<file path="config.mk">
export PLATFORM = sky130hd
export DESIGN_NAME = fir_filter_top
export DESIGN_NICKNAME = d
export VERILOG_FILES = /design/src/hdl/fir_pkg.sv /design/src/hdl/sample_deserializer.sv /design/src/hdl/tap_delay_line.sv /design/src/hdl/coeff_rom.sv /design/src/hdl/fir_mac.sv /design/src/hdl/result_serializer.sv /design/src/hdl/fir_filter_top.sv
export VERILOG_INCLUDE_DIRS = /design/src /design/src/hdl
export SDC_FILE = /design/constraint.sdc
export NUM_CORES = 1
export LEC_CHECK = 0
export BUFFER_PORTS_ARGS = -buffer_cell sky130_fd_sc_hd__buf_4
export CAP_MARGIN = 25
export CORE_ASPECT_RATIO = 0.9
export CORE_UTILIZATION = 51
export DETAILED_ROUTE_END_ITERATION = 6
export PLACE_DENSITY = 0.66
export SLEW_MARGIN = 20
export SYNTH_ARGS = -nofsm -noshare
export SYNTH_HDL_FRONTEND = slang
export SYNTH_SLANG_ARGS = --single-unit
</file>
<file path="constraint.sdc">
create_clock -name clk -period 8.4 [get_ports clk]
set_clock_uncertainty 0.05 [all_clocks]
set_input_delay 0.42 -clock clk [delete_from_list [all_inputs] [get_ports clk]]
set_output_delay 0.42 -clock clk [all_outputs]
set_load 0.05 [all_outputs]
</file>
<file path="src/hdl/fir_cfg.svh">
// FIR filter constants
`ifndef FIR_CFG_SVH
`define FIR_CFG_SVH
`default_nettype none

// filter length and data widths
`define FIR_NUM_TAPS    15
`define FIR_SAMPLE_BITS 10
`define FIR_COEFF_BITS  17
`define FIR_ACC_BITS    32
// sum is divided by 2^15 before it is returned
`define FIR_SCALE_SHIFT 15

`default_nettype wire
`endif

</file>
<file path="src/hdl/fir_pkg.sv">
// FIR shared types
`include "fir_cfg.svh"
`default_nettype none

package fir_pkg;

	// one input sample, two's complement
	typedef logic signed [`FIR_SAMPLE_BITS-1:0] sample_t;

	// one filter coefficient
	typedef logic signed [`FIR_COEFF_BITS-1:0] coeff_t;

	// running sum and the scaled result
	typedef logic signed [`FIR_ACC_BITS-1:0] acc_t;

	typedef logic [3:0] tap_idx_t;
	// counts up to 32 output bits
	typedef logic [5:0] bit_cnt_t;

endpackage

`default_nettype wire

</file>
<file path="src/hdl/sample_deserializer.sv">
// Serial sample input
`timescale 1ns/1ps
`include "fir_cfg.svh"
`default_nettype none

module sample_deserializer
	import fir_pkg::*;
(
	input  logic    clk,
	input  logic    reset,
	input  logic    shift_en,
	input  logic    data_in,
	output logic    in_busy,
	output logic    sample_req,
	input  logic    sample_ack,
	output sample_t sample
);

	sample_t  shift_reg;
	bit_cnt_t bit_cnt;
	logic     full;

	assign full = (bit_cnt == bit_cnt_t'(`FIR_SAMPLE_BITS));

	// source must wait while a finished sample is still pending
	assign in_busy = full;
	assign sample  = shift_reg;

	//////////////////////////////////////////////////
	// bit capture, msb first
	//////////////////////////////////////////////////
	always_ff @(posedge clk)
	begin
		if (shift_en && !full)
		begin
			shift_reg <= {shift_reg[`FIR_SAMPLE_BITS-2:0], data_in};
		end
	end

	//////////////////////////////////////////////////
	// bit count and request side of the handshake
	//////////////////////////////////////////////////
	always_ff @(posedge clk or negedge reset)
	begin
		if (!reset)
		begin
			bit_cnt    <= '0;
			sample_req <= 1'b0;
		end
		else
		begin
			if (shift_en && !full)
			begin
				bit_cnt <= bit_cnt + 1'b1;
			end
			// offer only once the framing window has closed
			if (full && !shift_en && !sample_req && !sample_ack)
			begin
				sample_req <= 1'b1;
			end
			else if (sample_req && sample_ack)
			begin
				sample_req <= 1'b0;
				bit_cnt    <= '0;
			end
		end
	end

endmodule

`default_nettype wire

</file>
<file path="src/hdl/tap_delay_line.sv">
// Tap delay line
`timescale 1ns/1ps
`include "fir_cfg.svh"
`default_nettype none

module tap_delay_line
	import fir_pkg::*;
(
	input  logic     clk,
	input  logic     reset,
	input  logic     push,
	input  sample_t  push_sample,
	input  tap_idx_t rd_index,
	output sample_t  rd_sample
);

	// index 0 holds the newest sample
	sample_t hist [`FIR_NUM_TAPS];

	always_ff @(posedge clk or negedge reset)
	begin
		if (!reset)
		begin
			for (int i = 0; i < `FIR_NUM_TAPS; i++)
			begin
				hist[i] <= '0;
			end
		end
		else if (push)
		begin
			for (int i = `FIR_NUM_TAPS - 1; i > 0; i--)
			begin
				hist[i] <= hist[i-1];
			end
			hist[0] <= push_sample;
		end
	end

	// unused index codes read as zero
	assign rd_sample = (rd_index < `FIR_NUM_TAPS) ? hist[rd_index] : '0;

endmodule

`default_nettype wire

</file>
<file path="src/hdl/coeff_rom.sv">
// Coefficient table
`timescale 1ns/1ps
`include "fir_cfg.svh"
`default_nettype none

module coeff_rom
	import fir_pkg::*;
(
	input  tap_idx_t rd_index,
	output coeff_t   coeff
);

	//////////////////////////////////////////////////
	// symmetric 15 tap low pass, centre at index 7
	//////////////////////////////////////////////////
	always_comb
	begin
		case (rd_index)
			4'd0:    coeff = coeff_t'(318);
			4'd1:    coeff = coeff_t'(848);
			4'd2:    coeff = coeff_t'(1057);
			4'd3:    coeff = coeff_t'(861);
			4'd4:    coeff = coeff_t'(331);
			4'd5:    coeff = coeff_t'(-329);
			4'd6:    coeff = coeff_t'(-865);
			// centre tap, close to unity gain after the shift
			4'd7:    coeff = coeff_t'(31698);
			4'd8:    coeff = coeff_t'(-865);
			4'd9:    coeff = coeff_t'(-329);
			4'd10:   coeff = coeff_t'(331);
			4'd11:   coeff = coeff_t'(861);
			4'd12:   coeff = coeff_t'(1057);
			4'd13:   coeff = coeff_t'(848);
			4'd14:   coeff = coeff_t'(318);
			default: coeff = '0;
		endcase
	end

endmodule

`default_nettype wire

</file>
<file path="src/hdl/fir_mac.sv">
// FIR multiply-accumulate engine
`timescale 1ns/1ps
`include "fir_cfg.svh"
`default_nettype none

module fir_mac
	import fir_pkg::*;
(
	input  logic     clk,
	input  logic     reset,
	input  logic     sample_req,
	output logic     sample_ack,
	input  sample_t  sample,
	output logic     push,
	output sample_t  push_sample,
	output tap_idx_t rd_index,
	input  sample_t  rd_sample,
	input  coeff_t   coeff,
	output logic     result_req,
	input  logic     result_ack,
	output acc_t     result
);

	typedef enum logic [2:0] {
		ST_IDLE,
		ST_ACCEPT,
		ST_ACCUM,
		ST_SCALE,
		ST_OFFER
	} mac_state_t;

	mac_state_t state;
	tap_idx_t   tap;
	acc_t       acc;
	acc_t       product;

	// full width signed product, sign extended to the accumulator
	assign product = acc_t'(rd_sample) * acc_t'(coeff);

	// delay line shifts at the end of the accept cycle
	assign push        = (state == ST_ACCEPT);
	assign push_sample = sample;
	assign rd_index    = tap;

	//////////////////////////////////////////////////
	// control FSM
	//////////////////////////////////////////////////
	always_ff @(posedge clk or negedge reset)
	begin
		if (!reset)
		begin
			state      <= ST_IDLE;
			tap        <= '0;
			sample_ack <= 1'b0;
			result_req <= 1'b0;
		end
		else
		begin
			// ack falls once the deserializer has withdrawn its request
			if (sample_ack && !sample_req)
			begin
				sample_ack <= 1'b0;
			end
			case (state)
				ST_IDLE:
				begin
					if (sample_req && !sample_ack)
					begin
						sample_ack <= 1'b1;
						state      <= ST_ACCEPT;
					end
				end
				ST_ACCEPT:
				begin
					tap   <= '0;
					state <= ST_ACCUM;
				end
				ST_ACCUM:
				begin
					tap <= tap + 1'b1;
					if (tap == tap_idx_t'(`FIR_NUM_TAPS - 1))
					begin
						state <= ST_SCALE;
					end
				end
				ST_SCALE:
				begin
					result_req <= 1'b1;
					state      <= ST_OFFER;
				end
				ST_OFFER:
				begin
					// hold the request until the serializer takes the result
					if (result_ack)
					begin
						result_req <= 1'b0;
						state      <= ST_IDLE;
					end
				end
				default: state <= ST_IDLE;
			endcase
		end
	end

	//////////////////////////////////////////////////
	// datapath
	//////////////////////////////////////////////////
	always_ff @(posedge clk)
	begin
		if (state == ST_ACCEPT)
		begin
			acc <= '0;
		end
		else if (state == ST_ACCUM)
		begin
			acc <= acc + product;
		end
		if (state == ST_SCALE)
		begin
			result <= acc >>> `FIR_SCALE_SHIFT;
		end
	end

endmodule

`default_nettype wire

</file>
<file path="src/hdl/result_serializer.sv">
// Serial result output
`timescale 1ns/1ps
`include "fir_cfg.svh"
`default_nettype none

module result_serializer
	import fir_pkg::*;
(
	input  logic clk,
	input  logic reset,
	input  logic result_req,
	output logic result_ack,
	input  acc_t result,
	output logic data_out,
	output logic out_req,
	input  logic out_ack
);

	acc_t     shift_reg;
	bit_cnt_t bit_cnt;
	logic     busy;
	logic     load;
	logic     bit_done;

	// take a new result only when the previous one is fully sent
	assign load     = result_req && !result_ack && !busy;
	assign bit_done = out_req && out_ack;

	// lsb first, held while out_req is high
	assign data_out = shift_reg[0];

	always_ff @(posedge clk)
	begin
		if (load)
		begin
			shift_reg <= result;
		end
		else if (bit_done)
		begin
			shift_reg <= shift_reg >> 1;
		end
	end

	//////////////////////////////////////////////////
	// result handshake and per bit handshake
	//////////////////////////////////////////////////
	always_ff @(posedge clk or negedge reset)
	begin
		if (!reset)
		begin
			busy       <= 1'b0;
			bit_cnt    <= '0;
			result_ack <= 1'b0;
			out_req    <= 1'b0;
		end
		else
		begin
			if (load)
			begin
				busy       <= 1'b1;
				bit_cnt    <= '0;
				result_ack <= 1'b1;
			end
			else if (result_ack && !result_req)
			begin
				result_ack <= 1'b0;
			end

			// next bit goes out only after the outside has dropped its ack
			if (busy && !out_req && !out_ack)
			begin
				out_req <= 1'b1;
			end
			else if (bit_done)
			begin
				out_req <= 1'b0;
				bit_cnt <= bit_cnt + 1'b1;
				if (bit_cnt == bit_cnt_t'(`FIR_ACC_BITS - 1))
				begin
					busy <= 1'b0;
				end
			end
		end
	end

endmodule

`default_nettype wire

</file>
<file path="src/hdl/fir_filter_top.sv">
// Serial FIR filter top
`timescale 1ns/1ps
`include "fir_cfg.svh"
`default_nettype none

module fir_filter_top
	import fir_pkg::*;
(
	input  logic clk,
	input  logic reset,
	input  logic shift_en,
	input  logic data_in,
	output logic in_busy,
	output logic data_out,
	output logic out_req,
	input  logic out_ack
);

	// sample handshake
	logic     sample_req;
	logic     sample_ack;
	sample_t  sample;

	// delay line and coefficient access
	logic     push;
	sample_t  push_sample;
	tap_idx_t rd_index;
	sample_t  rd_sample;
	coeff_t   coeff;

	// result handshake
	logic     result_req;
	logic     result_ack;
	acc_t     result;

	//////////////////////////////////////////////////
	// input side
	//////////////////////////////////////////////////
	sample_deserializer u_deser (
		.clk        (clk),
		.reset      (reset),
		.shift_en   (shift_en),
		.data_in    (data_in),
		.in_busy    (in_busy),
		.sample_req (sample_req),
		.sample_ack (sample_ack),
		.sample     (sample)
	);

	//////////////////////////////////////////////////
	// filter core
	//////////////////////////////////////////////////
	fir_mac u_mac (
		.clk         (clk),
		.reset       (reset),
		.sample_req  (sample_req),
		.sample_ack  (sample_ack),
		.sample      (sample),
		.push        (push),
		.push_sample (push_sample),
		.rd_index    (rd_index),
		.rd_sample   (rd_sample),
		.coeff       (coeff),
		.result_req  (result_req),
		.result_ack  (result_ack),
		.result      (result)
	);

	tap_delay_line u_delay (
		.clk         (clk),
		.reset       (reset),
		.push        (push),
		.push_sample (push_sample),
		.rd_index    (rd_index),
		.rd_sample   (rd_sample)
	);

	coeff_rom u_coeff (
		.rd_index (rd_index),
		.coeff    (coeff)
	);

	//////////////////////////////////////////////////
	// output side
	//////////////////////////////////////////////////
	result_serializer u_ser (
		.clk        (clk),
		.reset      (reset),
		.result_req (result_req),
		.result_ack (result_ack),
		.result     (result),
		.data_out   (data_out),
		.out_req    (out_req),
		.out_ack    (out_ack)
	);

endmodule

`default_nettype wire

</file>
=== Word-level counts from Yosys, hierarchy flattened ===
Memory sizes are Yosys's and may differ from the RTL's.
Index checks and enable logic that the tools add are counted.

* Register bits after elaboration: 266
* ROM bits: 272
* Bits of input ports: 5
* Output and inout port bits: 3
* Word-level logic and storage cells: 111
* Memories: 1

* Add/sub/neg operators: 4
* $mul: 1
* Magnitude comparators: 2
* Eq/ne operators: 10
* Mux-type cells: 32
* Bitwise gates (word level): 1
* Reductions and logical operators: 31

{| class="wikitable"
|+ Memories
! name !! depth !! width !! read ports !! clocked after Yosys merged registers in !! write ports !! RTL line !! source
|-
| (no name shown) || 16 || 17 || 1 || 0 || 0 || coeff_rom.sv:18 || <nowiki>case (rd_index)</nowiki>
|}

{| class="wikitable"
|+ Operators by type and width
! kind !! number
|-
| two-way mux 32 bit || 2
|-
| binary-select mux 10 bit (select 4 bit) || 1
|-
| two-way mux 6 bit || 6
|-
| adder 32 x 27 -> 32 bit || 1
|-
| two-way mux 10 bit || 3
|-
| multiplier 10 x 17 -> 27 bit || 1
|-
| case mux 3 bit (5 select lines) || 1
|-
| two-way mux 1 bit || 14
|-
| logical AND 1 bit || 13
|-
| adder 6 x 1 -> 6 bit, second input constant || 2
|-
| nonzero test 2 bit || 6
|-
| logical NOT 1 bit || 9
|-
| two-way mux 3 bit || 3
|-
| case mux 4 bit (2 select lines) || 1
|-
| == test 3 x 2 -> 1 bit, second input constant || 2
|-
| == test 6 x 4 -> 1 bit, second input constant || 1
|-
| == test 6 x 5 -> 1 bit, second input constant || 1
|-
| != test 2 x 1 -> 1 bit, second input constant || 3
|-
| >= comparator 5 bit, second input constant || 1
|-
| inverter 4 -> 5 bit || 1
|-
| adder 4 x 1 -> 4 bit, second input constant || 1
|-
| == test 4 bit, second input constant || 1
|-
| < comparator 4 bit, second input constant || 1
|-
| == test 3 x 1 -> 1 bit, second input constant || 1
|-
| 5 further kinds || 5
|}

=== Longest topological paths before layout ===
Gate-level depths: netlist (run 1).

* Depth after elaboration: 7
* Gate-level depth with buffers: 30
* Depth with buffers taken out: 28

=== Hierarchy ===
From an unflattened synthesis (run 1), not the netlist that was laid out.

* Cells, all modules: 1814
* Area, all modules: 19588.8 um^2

{| class="wikitable"
|+ By module, submodules not included
! module !! times used !! cells each !! area each (um^2) !! seq. area each (um^2)
|-
| fir_mac || 1 || 1071 || 9868.2 || 1376.3
|-
| tap_delay_line || 1 || 459 || 6854.1 || 3753.6
|-
| result_serializer || 1 || 176 || 1780.5 || 1186.1
|-
| sample_deserializer || 1 || 50 || 686.9 || 475.5
|-
| coeff_rom || 1 || 58 || 399.1 || 0.0
|}

=== Least setup slack after synthesis (run 1) ===
Ideal clock, no wire load.

* Kind: register to register
* From: register u_mac.tap[0], in the netlist u_mac.rd_index[0]
* To: register u_mac.acc[31]
* Library setup time: 0.086 ns
* Arrival time: 7.077 ns
* Data required time: 8.264 ns
* Path slack: 1.188 ns
* Cell stages (with the launch flop): 27
* Buffers on the path: 2
* Period minus slack after synthesis: 7.212 ns
* Cells stage by stage: dfrtp_1 buf_2 inv_1 clkbuf_1 ha_1 nor2b_1 a21o_1 and2_1 inv_2 fa_1 inv_1 fa_1 inv_1 fa_1 fa_1 fa_1 inv_1 ha_1 and4_4 and3_4 a221oi_2 nor3b_2 a211oi_1 or3_1 o41a_1 xnor2_1 a211oi_1

* Word-level cells in the longest chain between the ends: 7
* Elaborated cells on any way between the ends: 9
* Classes of those cells: 1 x add/sub; 1 x mul; 1 x order compare; 4 x mux; 1 x bitwise; 1 x memory

{| class="wikitable"
|+ Ends and longest elaborated chain
! item !! RTL line !! source
|-
| start: declaration || fir_mac.sv:33 || <nowiki>tap_idx_t tap;</nowiki>
|-
| start signal: assignment || fir_mac.sv:80 || <nowiki>tap <= tap + 1'b1;</nowiki>
|-
| inverter 4 -> 5 bit (not written as such) || tap_delay_line.sv:40 || <nowiki>assign rd_sample = (rd_index < `FIR_NUM_TAPS) ? hist[rd_index] : '0;</nowiki>
|-
| binary-select mux 10 bit (select 4 bit) || tap_delay_line.sv:40 ||
|-
| two-way mux 10 bit (not written as such) (2 in a row) || tap_delay_line.sv:40 ||
|-
| two-way mux 10 bit || tap_delay_line.sv:40 ||
|-
| multiplier 10 x 17 -> 27 bit * || fir_mac.sv:38 || <nowiki>assign product = acc_t'(rd_sample) * acc_t'(coeff);</nowiki>
|-
| adder 32 x 27 -> 32 bit * || fir_mac.sv:116 || <nowiki>acc <= acc + product;</nowiki>
|-
| end signal: assignment || fir_mac.sv:116 ||
|-
| end: declaration || fir_mac.sv:34 || <nowiki>acc_t acc;</nowiki>
|}

Every way passes the cells marked *; elsewhere a longest branch is shown, timed or not. The select of a mux whose other input is x is not followed.
A chain may end at the register's enable or synchronous reset.

=== Final worst setup path (run 1) ===
* From: register u_mac.tap[1], in the netlist u_mac.rd_index[1]
* To: register u_mac.acc[31]

Same word-level chain as after synthesis.

==> flow_summary.yaml, run 1 <==
finish:
  nets: 1937
  postLayoutCellArea_mm2: 0.02015
  n_antenna_cell: 0
  area_delta_synth_final_pct: 9.055
  drive_above_1_share_pct: 17.70
  post-route-util_pct: 56.95
  nFillCells: 2924
  mostFrequentLayoutCell: "inv_1"
  largest_reg_flops: 150
  final_cell_mix: "inv_1, fa_1, dfrtp_1"
route:
  num_vias: 11610
  top_layer_used: "met4"
  wl_met2_mm: 16.26
  wl_per_cell_um: 17.29
  vias_per_cell: 5.390
  met3_length_mm: 2.162
  met1_length_mm: 18.22
  drt_iter0_markers: 786
  drc: 0
  firstDrtPassIters: 5
  route.antenna.remaining_nets: 0
  wl_mm: 37.23
worst_setup_path:
  start_kind: "register"
  required_ns: 8.81
  cp-end-kind: "register"
  worstSetupPathType: "register to register"
  worstPathMaxFanout: 22
  worstPathArrival_ns: 8.21
logic_synthesis:
  yosys_warnings: 0
  yosys.area_share.simple_pct: 7.937
  synth_compound_area_share_pct: 6.948
  syn_inst: 1653
  synth_cell_types: 64
  synthMuxAreaShare_pct: 13.89
  synthAdderAreaFrac_pct: 25.49
  async_flop_share_pct: 65.79
  synth_area_mm2: 0.01848
  yosysSeqAreaShare_pct: 36.76
  synthesis.nets: 1927
  synth-edff-count: 59
  synth.avg_cell_area_um2: 11.18
  synth_xor_area_share_pct: 1.849
  synth_top_family_by_area: "adder cells"
  yosys_most_used_dff: "dfrtp_1"
  synth-seq-cells: 266
place:
  hpwl_mm: 27.48
  portBuffers: 7
  gp_congestion: 0.8565
  placed_area_mm2: 0.01913
clocking:
  clock_sinks: 266
  clock_latency_ns: 0.56
  cts_buffers: 29
  clkTransAtPathRegs_ns: 0.06
  cts_tree: "done"
  root_buffer: "clkbuf_16"
  htree_num_levels: 1
  ctsResizeCount: 0
  postCtsSetupRepairBufs: 0
  clock_path_buffers: 3
  postCtsHoldBufs: 3
sta:
  worst_hold_slack_ns: 0.1842
  rsz0062_at_grt: "no"
  hold_viol_final: 0
  fin_crit_sh_pct: 92.85
  worst_pin_slew_ns: 0.9256
  finalSetupTns_ns: 0
  slew_headroom_pct: 38.29
  setup_viol: 0
  min_period_ns: 7.799
  slew_viol_final: 0
  max_freq_mhz: 128.2
global_route:
  grt_max_degree: 113
  grt_pass1_vias: 12020
  grt_usage_pct: 21.24
  grt_pass1_wl_mm: 62.82
  antenna_found_initial: 0
  gr-total-overflow: 0
die:
  num_rows: 65
  die_width_um: 202.6
  die_h_um: 182.6
  die_area_mm2: 0.03699
  ios: 8
  core_area_mm2: 0.03538
  initial_core_util_pct: 52.22
status:
  status: "finished, final reports clean"
flow_run:
  cap_violations: 0
min_path:
  hold_class: "primary input to register"
critical path, cell delays in order, from the launching register on:
cell and delay [ns]:
dfrtp_2 0.77, buf_4 0.45, mux4_2 0.55, or2_1 0.23, a31o_2 0.31, nand2_1 0.13
inv_1 0.10, fa_1 0.56, inv_1 0.07, fa_1 0.52, inv_1 0.04, fa_1 0.45
fa_1 0.49, inv_1 0.05, fa_1 0.47, inv_1 0.04, ha_1 0.33, and4_4 0.21
and3_4 0.18, a221oi_2 0.26, nor3b_2 0.23, a211oi_1 0.11, or3_1 0.38, o41a_1 0.33
xnor2_1 0.13, a211oi_1 0.22
logic make-up after synthesis:
logic type,after synthesis
buffers and inverters,347
flip-flops,266
XOR/XNOR,39
adder cells (fa/ha/maj),269
AND/OR/NAND/NOR,330
AO/OA/AOI/OAI,202
multiplexers,200
final cells by class:
type,instances,area [um^2],share of cell area (%)
Clock inverter,14,133.9,0.6645
Timing Repair Buffer,44,376.6,1.869
Sequential cell,266,6795,33.73
Clock buffer,38,819.5,4.068
Inverter,282,1059,5.254
Multi-Input combinational cell,1040,10380,51.51
Tap cell,469,586.8,2.912
through the flow:
step / setup WS (ns) / std cells
6_report: 0.6009 / 2153
3_5_place_dp: 0.6086 / 2097
3_3_place_gp: 0.6806 / 2097
4_1_cts: 0.5815 / 2152
5_1_grt: 0.05680 / 2153
2_1_floorplan: 1.188 / 1653
per-layer routing:
metal | up-vias | track usage (%)
li1 | 5430 | -
met1 | 5888 | 32.41
met2 | 251 | 32.01
met3 | 36 | 3.589
met4 | 0 | 4.090
met5 | - | 0
cells in the mapped netlist (8+ instances only):
library cell | instances | area share [%]
mux2_2 | 151 | 9.2
nor2_1 | 76 | 1.5
clkbuf_1 | 53 | 1.1
o21ai_0 | 27 | 0.73
dfrtp_1 | 175 | 24
inv_1 | 272 | 5.5
nand3_1 | 8 | 0.22
mux2i_1 | 19 | 1.0
xor2_1 | 18 | 0.85
a21oi_1 | 57 | 1.5
nor2b_1 | 17 | 0.58
nand2b_1 | 16 | 0.54
and2_1 | 13 | 0.44
dfxtp_1 | 32 | 3.5
o211ai_1 | 11 | 0.45
edfxtp_1 | 59 | 9.6
a21o_1 | 32 | 1.3
xnor2_1 | 21 | 1.0
fa_1 | 179 | 19
buf_2 | 8 | 0.22
inv_2 | 10 | 0.20
o21ai_1 | 23 | 0.62
nand2_1 | 166 | 3.4
mux4_2 | 30 | 3.7
ha_1 | 90 | 6.1
a211oi_1 | 10 | 0.41
worst paths after layout:
| path | from | to | slack (ns) | cells after the start |
|---|---|---|---|---|
| min in group asynchronous | reset | u_deser.bit_cnt[2] | 0.45 | 2 |
| setup reg to reg | u_mac.rd_index[1] | u_mac.acc[31] | 0.60 | 25 |
| hold / removal | shift_en | u_deser.sample_req | 0.18 | 4 |
| setup / recovery | u_mac.rd_index[1] | u_mac.acc[31] | 0.60 | 25 |
| max in group asynchronous | reset | u_mac.rd_index[2] | 6.49 | 3 |
| hold reg to reg | u_deser.sample[5] | u_deser.sample[6] | 0.40 | 0 |
Power of run 1 is left out: the tool's default activity adds up to more than one toggle a clock period on the data nets, which glitch-free logic cannot reach.
==> inputs of run 2 (changes only) <==
CORE_UTILIZATION = 25   (was 51)
PLACE_DENSITY = unset   (was 0.66)
==> run 2 against run 1 <==
Net effect:
- the flow now finishes with violations (design-rule violations)
- first-iteration DRC count is 15% lower
- register-to-register slack better by 0.16 ns
- final area is 3.3% higher
- critical path type unchanged
- critical endpoint unchanged
==> flow_summary.yaml, run 2 (same netlist as run 1, synthesis figures left out) <==
status:
  status: "finished with violations"
  violations: "design-rule violations"
place:
  hpwl_mm: 27.81
  portBuffers: 7
  placed_area_mm2: 0.01979
  gp_congestion: 0.8768
die:
  die_h_um: 259.9
  core_area_mm2: 0.07316
  die_width_um: 288.6
  ios: 8
  initial_core_util_pct: 25.25
  die_area_mm2: 0.07499
  num_rows: 94
min_path:
  hold_class: "primary input to register"
finish:
  nets: 1939
  mostFrequentLayoutCell: "inv_1"
  seq_area_mm2: 0.006795
  drive_above_1_share_pct: 17.65
  area_delta_synth_final_pct: 12.68
  final_cell_mix: "inv_1, fa_1, dfrtp_1"
  multi_input_area_mm2: 0.01038
  largest_reg_flops: 150
  nFillCells: 7515
  postLayoutCellArea_mm2: 0.02082
  n_antenna_cell: 0
sta:
  min_period_ns: 7.636
  slew_viol_final: 0
  finalSetupTns_ns: 0
  setup_viol: 0
  max_freq_mhz: 131.0
  worst_pin_slew_ns: 1.041
  hold_viol_final: 0
  rsz0062_at_grt: "no"
  fin_crit_sh_pct: 90.91
  slew_headroom_pct: 29.85
route:
  vias_per_cell: 4.360
  drt_iter0_markers: 671
  firstDrtPassIters: 7
  num_vias: 11550
  route.antenna.remaining_nets: 0
  drc: 1
  wl_mm: 37.41
  wl_per_cell_um: 14.13
clocking:
  htree_num_levels: 1
  cts_buffers: 29
  cts_tree: "done"
  clock_sinks: 266
  postCtsSetupRepairBufs: 0
  clock_latency_ns: 0.59
  root_buffer: "clkbuf_16"
  clock_path_buffers: 3
  clkTransAtPathRegs_ns: 0.07
global_route:
  grt_pass1_wl_mm: 65.18
  antenna_found_initial: 0
  grt_max_degree: 107
  grt_usage_pct: 10.56
  gr-total-overflow: 0
  grt_pass1_vias: 12690
flow_run:
  cap_violations: 0
worst_setup_path:
  worstSetupPathType: "register to register"
  start_kind: "register"
  worstPathArrival_ns: 8.09
  required_ns: 8.85
  cp-end-kind: "register"
  worstPathMaxFanout: 20
run 2: final cells by class:
type | instances | area share (%)
clock inverters | 13 | 0.6972
well taps | 960 | 5.770
repair buffers | 46 | 2.013
clock buffers | 41 | 3.943
flip-flops and latches | 266 | 32.64
multi-input cells | 1040 | 49.85
inverters | 282 | 5.085
run 2: routing by layer:
metal  GRT usage, %  wire, um  vias up
met5              0         0        -
met4          3.057       905        0
met3          1.044      1424       55
met2          18.52     18570      190
met1          13.70     16510     5874
li1               -         -     5427
run 2: per-stage QoR:
step	std cells	setup slack, ns	hold slack (ns)	utilization [%]
floorplan	1653	1.188	0.07441	-
global placement	2588	0.9552	0.3793	27.01
detailed placement	2589	0.8305	0.3858	27.05
CTS	2646	0.7781	0.1199	28.41
global route	2648	0.3142	0.1616	28.46
finish	2648	0.7639	0.1420	28.46
run 2: what timing repair did:
action,4_1_cts,5_1_grt
gates resized for setup,0,0
hold buffers,3,0
setup endpoints to repair,0,0
hold endpoints to repair,107,0
run 2: worst max-delay path: stages, from the launching register on:
cell and delay, ns:
dfrtp_2 0.68, inv_1 0.12, ha_1 0.37, nor2b_1 0.42, a21o_1 0.31, and2_1 0.22
inv_2 0.05, fa_1 0.65, inv_1 0.13, fa_1 0.52, inv_1 0.06, fa_1 0.55
fa_1 0.43, fa_1 0.49, inv_1 0.04, ha_1 0.34, and4_4 0.19, and3_4 0.18
a221oi_2 0.29, nor3b_2 0.24, a211oi_1 0.12, or3_1 0.40, o41a_1 0.33, xnor2_1 0.13
a211oi_1 0.21
run 2: worst paths after layout:
kind / slack (ns) / startpoint / depth (start not counted) / endpoint
worst min-delay path: 0.14 / shift_en / 4 / u_deser.sample_req
worst max register to register: 0.76 / u_mac.rd_index[0] / 24 / u_mac.acc[31]
min in group asynchronous: 0.28 / reset / 2 / u_delay.hist[43]
max in group asynchronous: 6.71 / reset / 3 / u_mac.rd_index[1]
worst min register to register: 0.39 / u_deser.sample[2] / 0 / u_deser.sample[3]
worst max-delay path: 0.76 / u_mac.rd_index[0] / 24 / u_mac.acc[31]
Power of run 2 is left out for the same reason.
==> inputs of run 3 (changes only) <==
BUFFER_PORTS_ARGS = -buffer_cell sky130_fd_sc_hd__buf_2   (was -buffer_cell sky130_fd_sc_hd__buf_4)
SKIP_LAST_GASP = 1   (was unset)
clock period = 7.95 ns   (was 8.4 ns; I/O delays follow)
==> run 3 against run 2 <==
Net effect:
- the run still ends with design-rule violations left
- critical path depth increased by 1
- global-route usage decreased by 0.085 points
- non-clock buffer count increased by 6
- largest cell class unchanged
- sequential share of layout area decreased by 0.080 points
- maximum frequency increased by 1.7%
- flip-flop and latch count unchanged
- clock-buffer cell count decreased by 3
- setup slack got worse by 0.32 ns
==> flow_summary.yaml, run 3 (same netlist as run 1, synthesis figures left out) <==
sta:
  finalSetupTns_ns: 0
  slew_viol_final: 0
  slew_headroom_pct: 30.53
  fin_crit_sh_pct: 94.47
  worst_pin_slew_ns: 1.042
  max_freq_mhz: 133.1
  min_period_ns: 7.511
  setup_viol: 0
  rsz0062_at_grt: "no"
  hold_viol_final: 0
die:
  core_area_mm2: 0.07316
  initial_core_util_pct: 25.25
  die_width_um: 288.6
  ios: 8
  die_area_mm2: 0.07499
  num_rows: 94
  die_h_um: 259.9
min_path:
  min_to: "u_deser.sample_req"
  min_from: "shift_en"
  hold_class: "primary input to register"
  holdPathStages: 4
worst_setup_path:
  r2r_setup_slack_ns: 0.44
  worstPathMaxFanout: 25
  cp-end-kind: "register"
  r2r_start: "u_mac.rd_index[1]"
  worstSetupPathType: "register to register"
  r2r_cells: 25
  start_kind: "register"
  worstPathArrival_ns: 7.94
  r2r_end: "u_mac.acc[31]"
  required_ns: 8.38
finish:
  nFillCells: 7531
  n_antenna_cell: 0
  seq_area_mm2: 0.006798
  mostFrequentLayoutCell: "inv_1"
  postLayoutCellArea_mm2: 0.02088
  drive_above_1_share_pct: 18.41
  final_cell_mix: "inv_1, fa_1, dfrtp_1"
  nets: 1946
  largest_reg_flops: 150
  area_delta_synth_final_pct: 13.00
  multi_input_area_mm2: 0.01038
route:
  drc: 1
  wl_mm: 37.20
  num_vias: 11580
  wl_per_cell_um: 14.01
  drt_iter0_markers: 668
  met1_length_mm: 16.47
  met3_length_mm: 1.400
  top_layer_used: "met4"
  wl_met2_mm: 18.47
  vias_per_cell: 4.361
  firstDrtPassIters: 6
  route.antenna.remaining_nets: 0
global_route:
  gr-total-overflow: 0
  grt_pass1_vias: 12420
  grt_pass1_wl_mm: 64.38
  grt_usage_pct: 10.47
  antenna_found_initial: 0
  grt_max_degree: 162
clocking:
  postCtsSetupRepairBufs: 0
  cts_tree: "done"
  clock_latency_ns: 0.60
  root_buffer: "clkbuf_16"
  cts_buffers: 30
  clock_path_buffers: 3
  clkTransAtPathRegs_ns: 0.06
  clock_sinks: 266
  htree_num_levels: 1
status:
  status: "finished with violations"
  violations: "design-rule violations"
place:
  placed_area_mm2: 0.01979
  portBuffers: 7
  gp_congestion: 0.8698
  hpwl_mm: 27.46
flow_run:
  cap_violations: 0
-- run 3: worst max path at each step --
stage                      startpoint             to  slack [ns]  cells after the start
floorplan           u_mac.rd_index[0]  u_mac.acc[31]        0.74                     26
global placement    u_mac.rd_index[1]  u_mac.acc[31]        0.35                     22
detailed placement  u_mac.rd_index[1]  u_mac.acc[31]        0.33                     22
CTS                 u_mac.rd_index[1]  u_mac.acc[31]        0.26                     22
global route        u_mac.rd_index[1]  u_mac.acc[31]       0.003                     25
finish              u_mac.rd_index[1]  u_mac.acc[31]        0.44                     25
-- run 3: routing by layer --
metal  up-vias  GRT usage, %
li1       5437             -
met1      5942         13.56
met2       162         18.21
met3        38         1.281
met4         0         3.042
met5         -             0
-- run 3: worst max-delay path, cell delays in order (launching register included) --
cell and delay, ns:
dfrtp_4 0.73, mux4_2 0.56, mux2i_1 0.22, o21ai_1 0.16, buf_4 0.23, nand2_1 0.25
inv_2 0.07, fa_1 0.53, inv_1 0.07, fa_1 0.53, inv_1 0.05, fa_1 0.49
fa_1 0.50, inv_1 0.05, fa_1 0.47, inv_1 0.04, ha_1 0.34, nand3_1 0.17
a211oi_1 0.20, a21boi_1 0.49, o21ai_1 0.22, a211oi_1 0.32, or3_1 0.19, o41a_1 0.15
xnor2_1 0.07, a211oi_1 0.21
-- run 3: area by class of cell --
cell class / instances / area share [%]
inverter: 282 / 5.070
clock buffer: 38 / 4.082
clock inverter: 17 / 0.7911
timing repair buffer: 52 / 2.008
multi-input combinational: 1040 / 49.73
tap: 960 / 5.754
sequential: 266 / 32.56
-- run 3: per-stage QoR --
| step | worst slack (ns) | utilization (%) | cells | hold slack [ns] |
|---|---|---|---|---|
| final | 0.4394 | 28.54 | 2655 | 0.09642 |
| after global routing | 0.003230 | 28.54 | 2655 | 0.1298 |
| after CTS | 0.2573 | 28.49 | 2654 | 0.06832 |
| after detailed placement | 0.3327 | 27.06 | 2596 | 0.3826 |
| after global placement | 0.3517 | 27.06 | 2596 | 0.3795 |
| after floorplan | 0.7376 | - | 1653 | 0.05191 |
-- run 3: timing repair --
action                     4_1_cts  5_1_grt
hold endpoints to repair       103        0
hold buffers                     3        0
setup endpoints to repair        0        2
gates resized for setup          0        1
Power of run 3 is left out for the same reason.
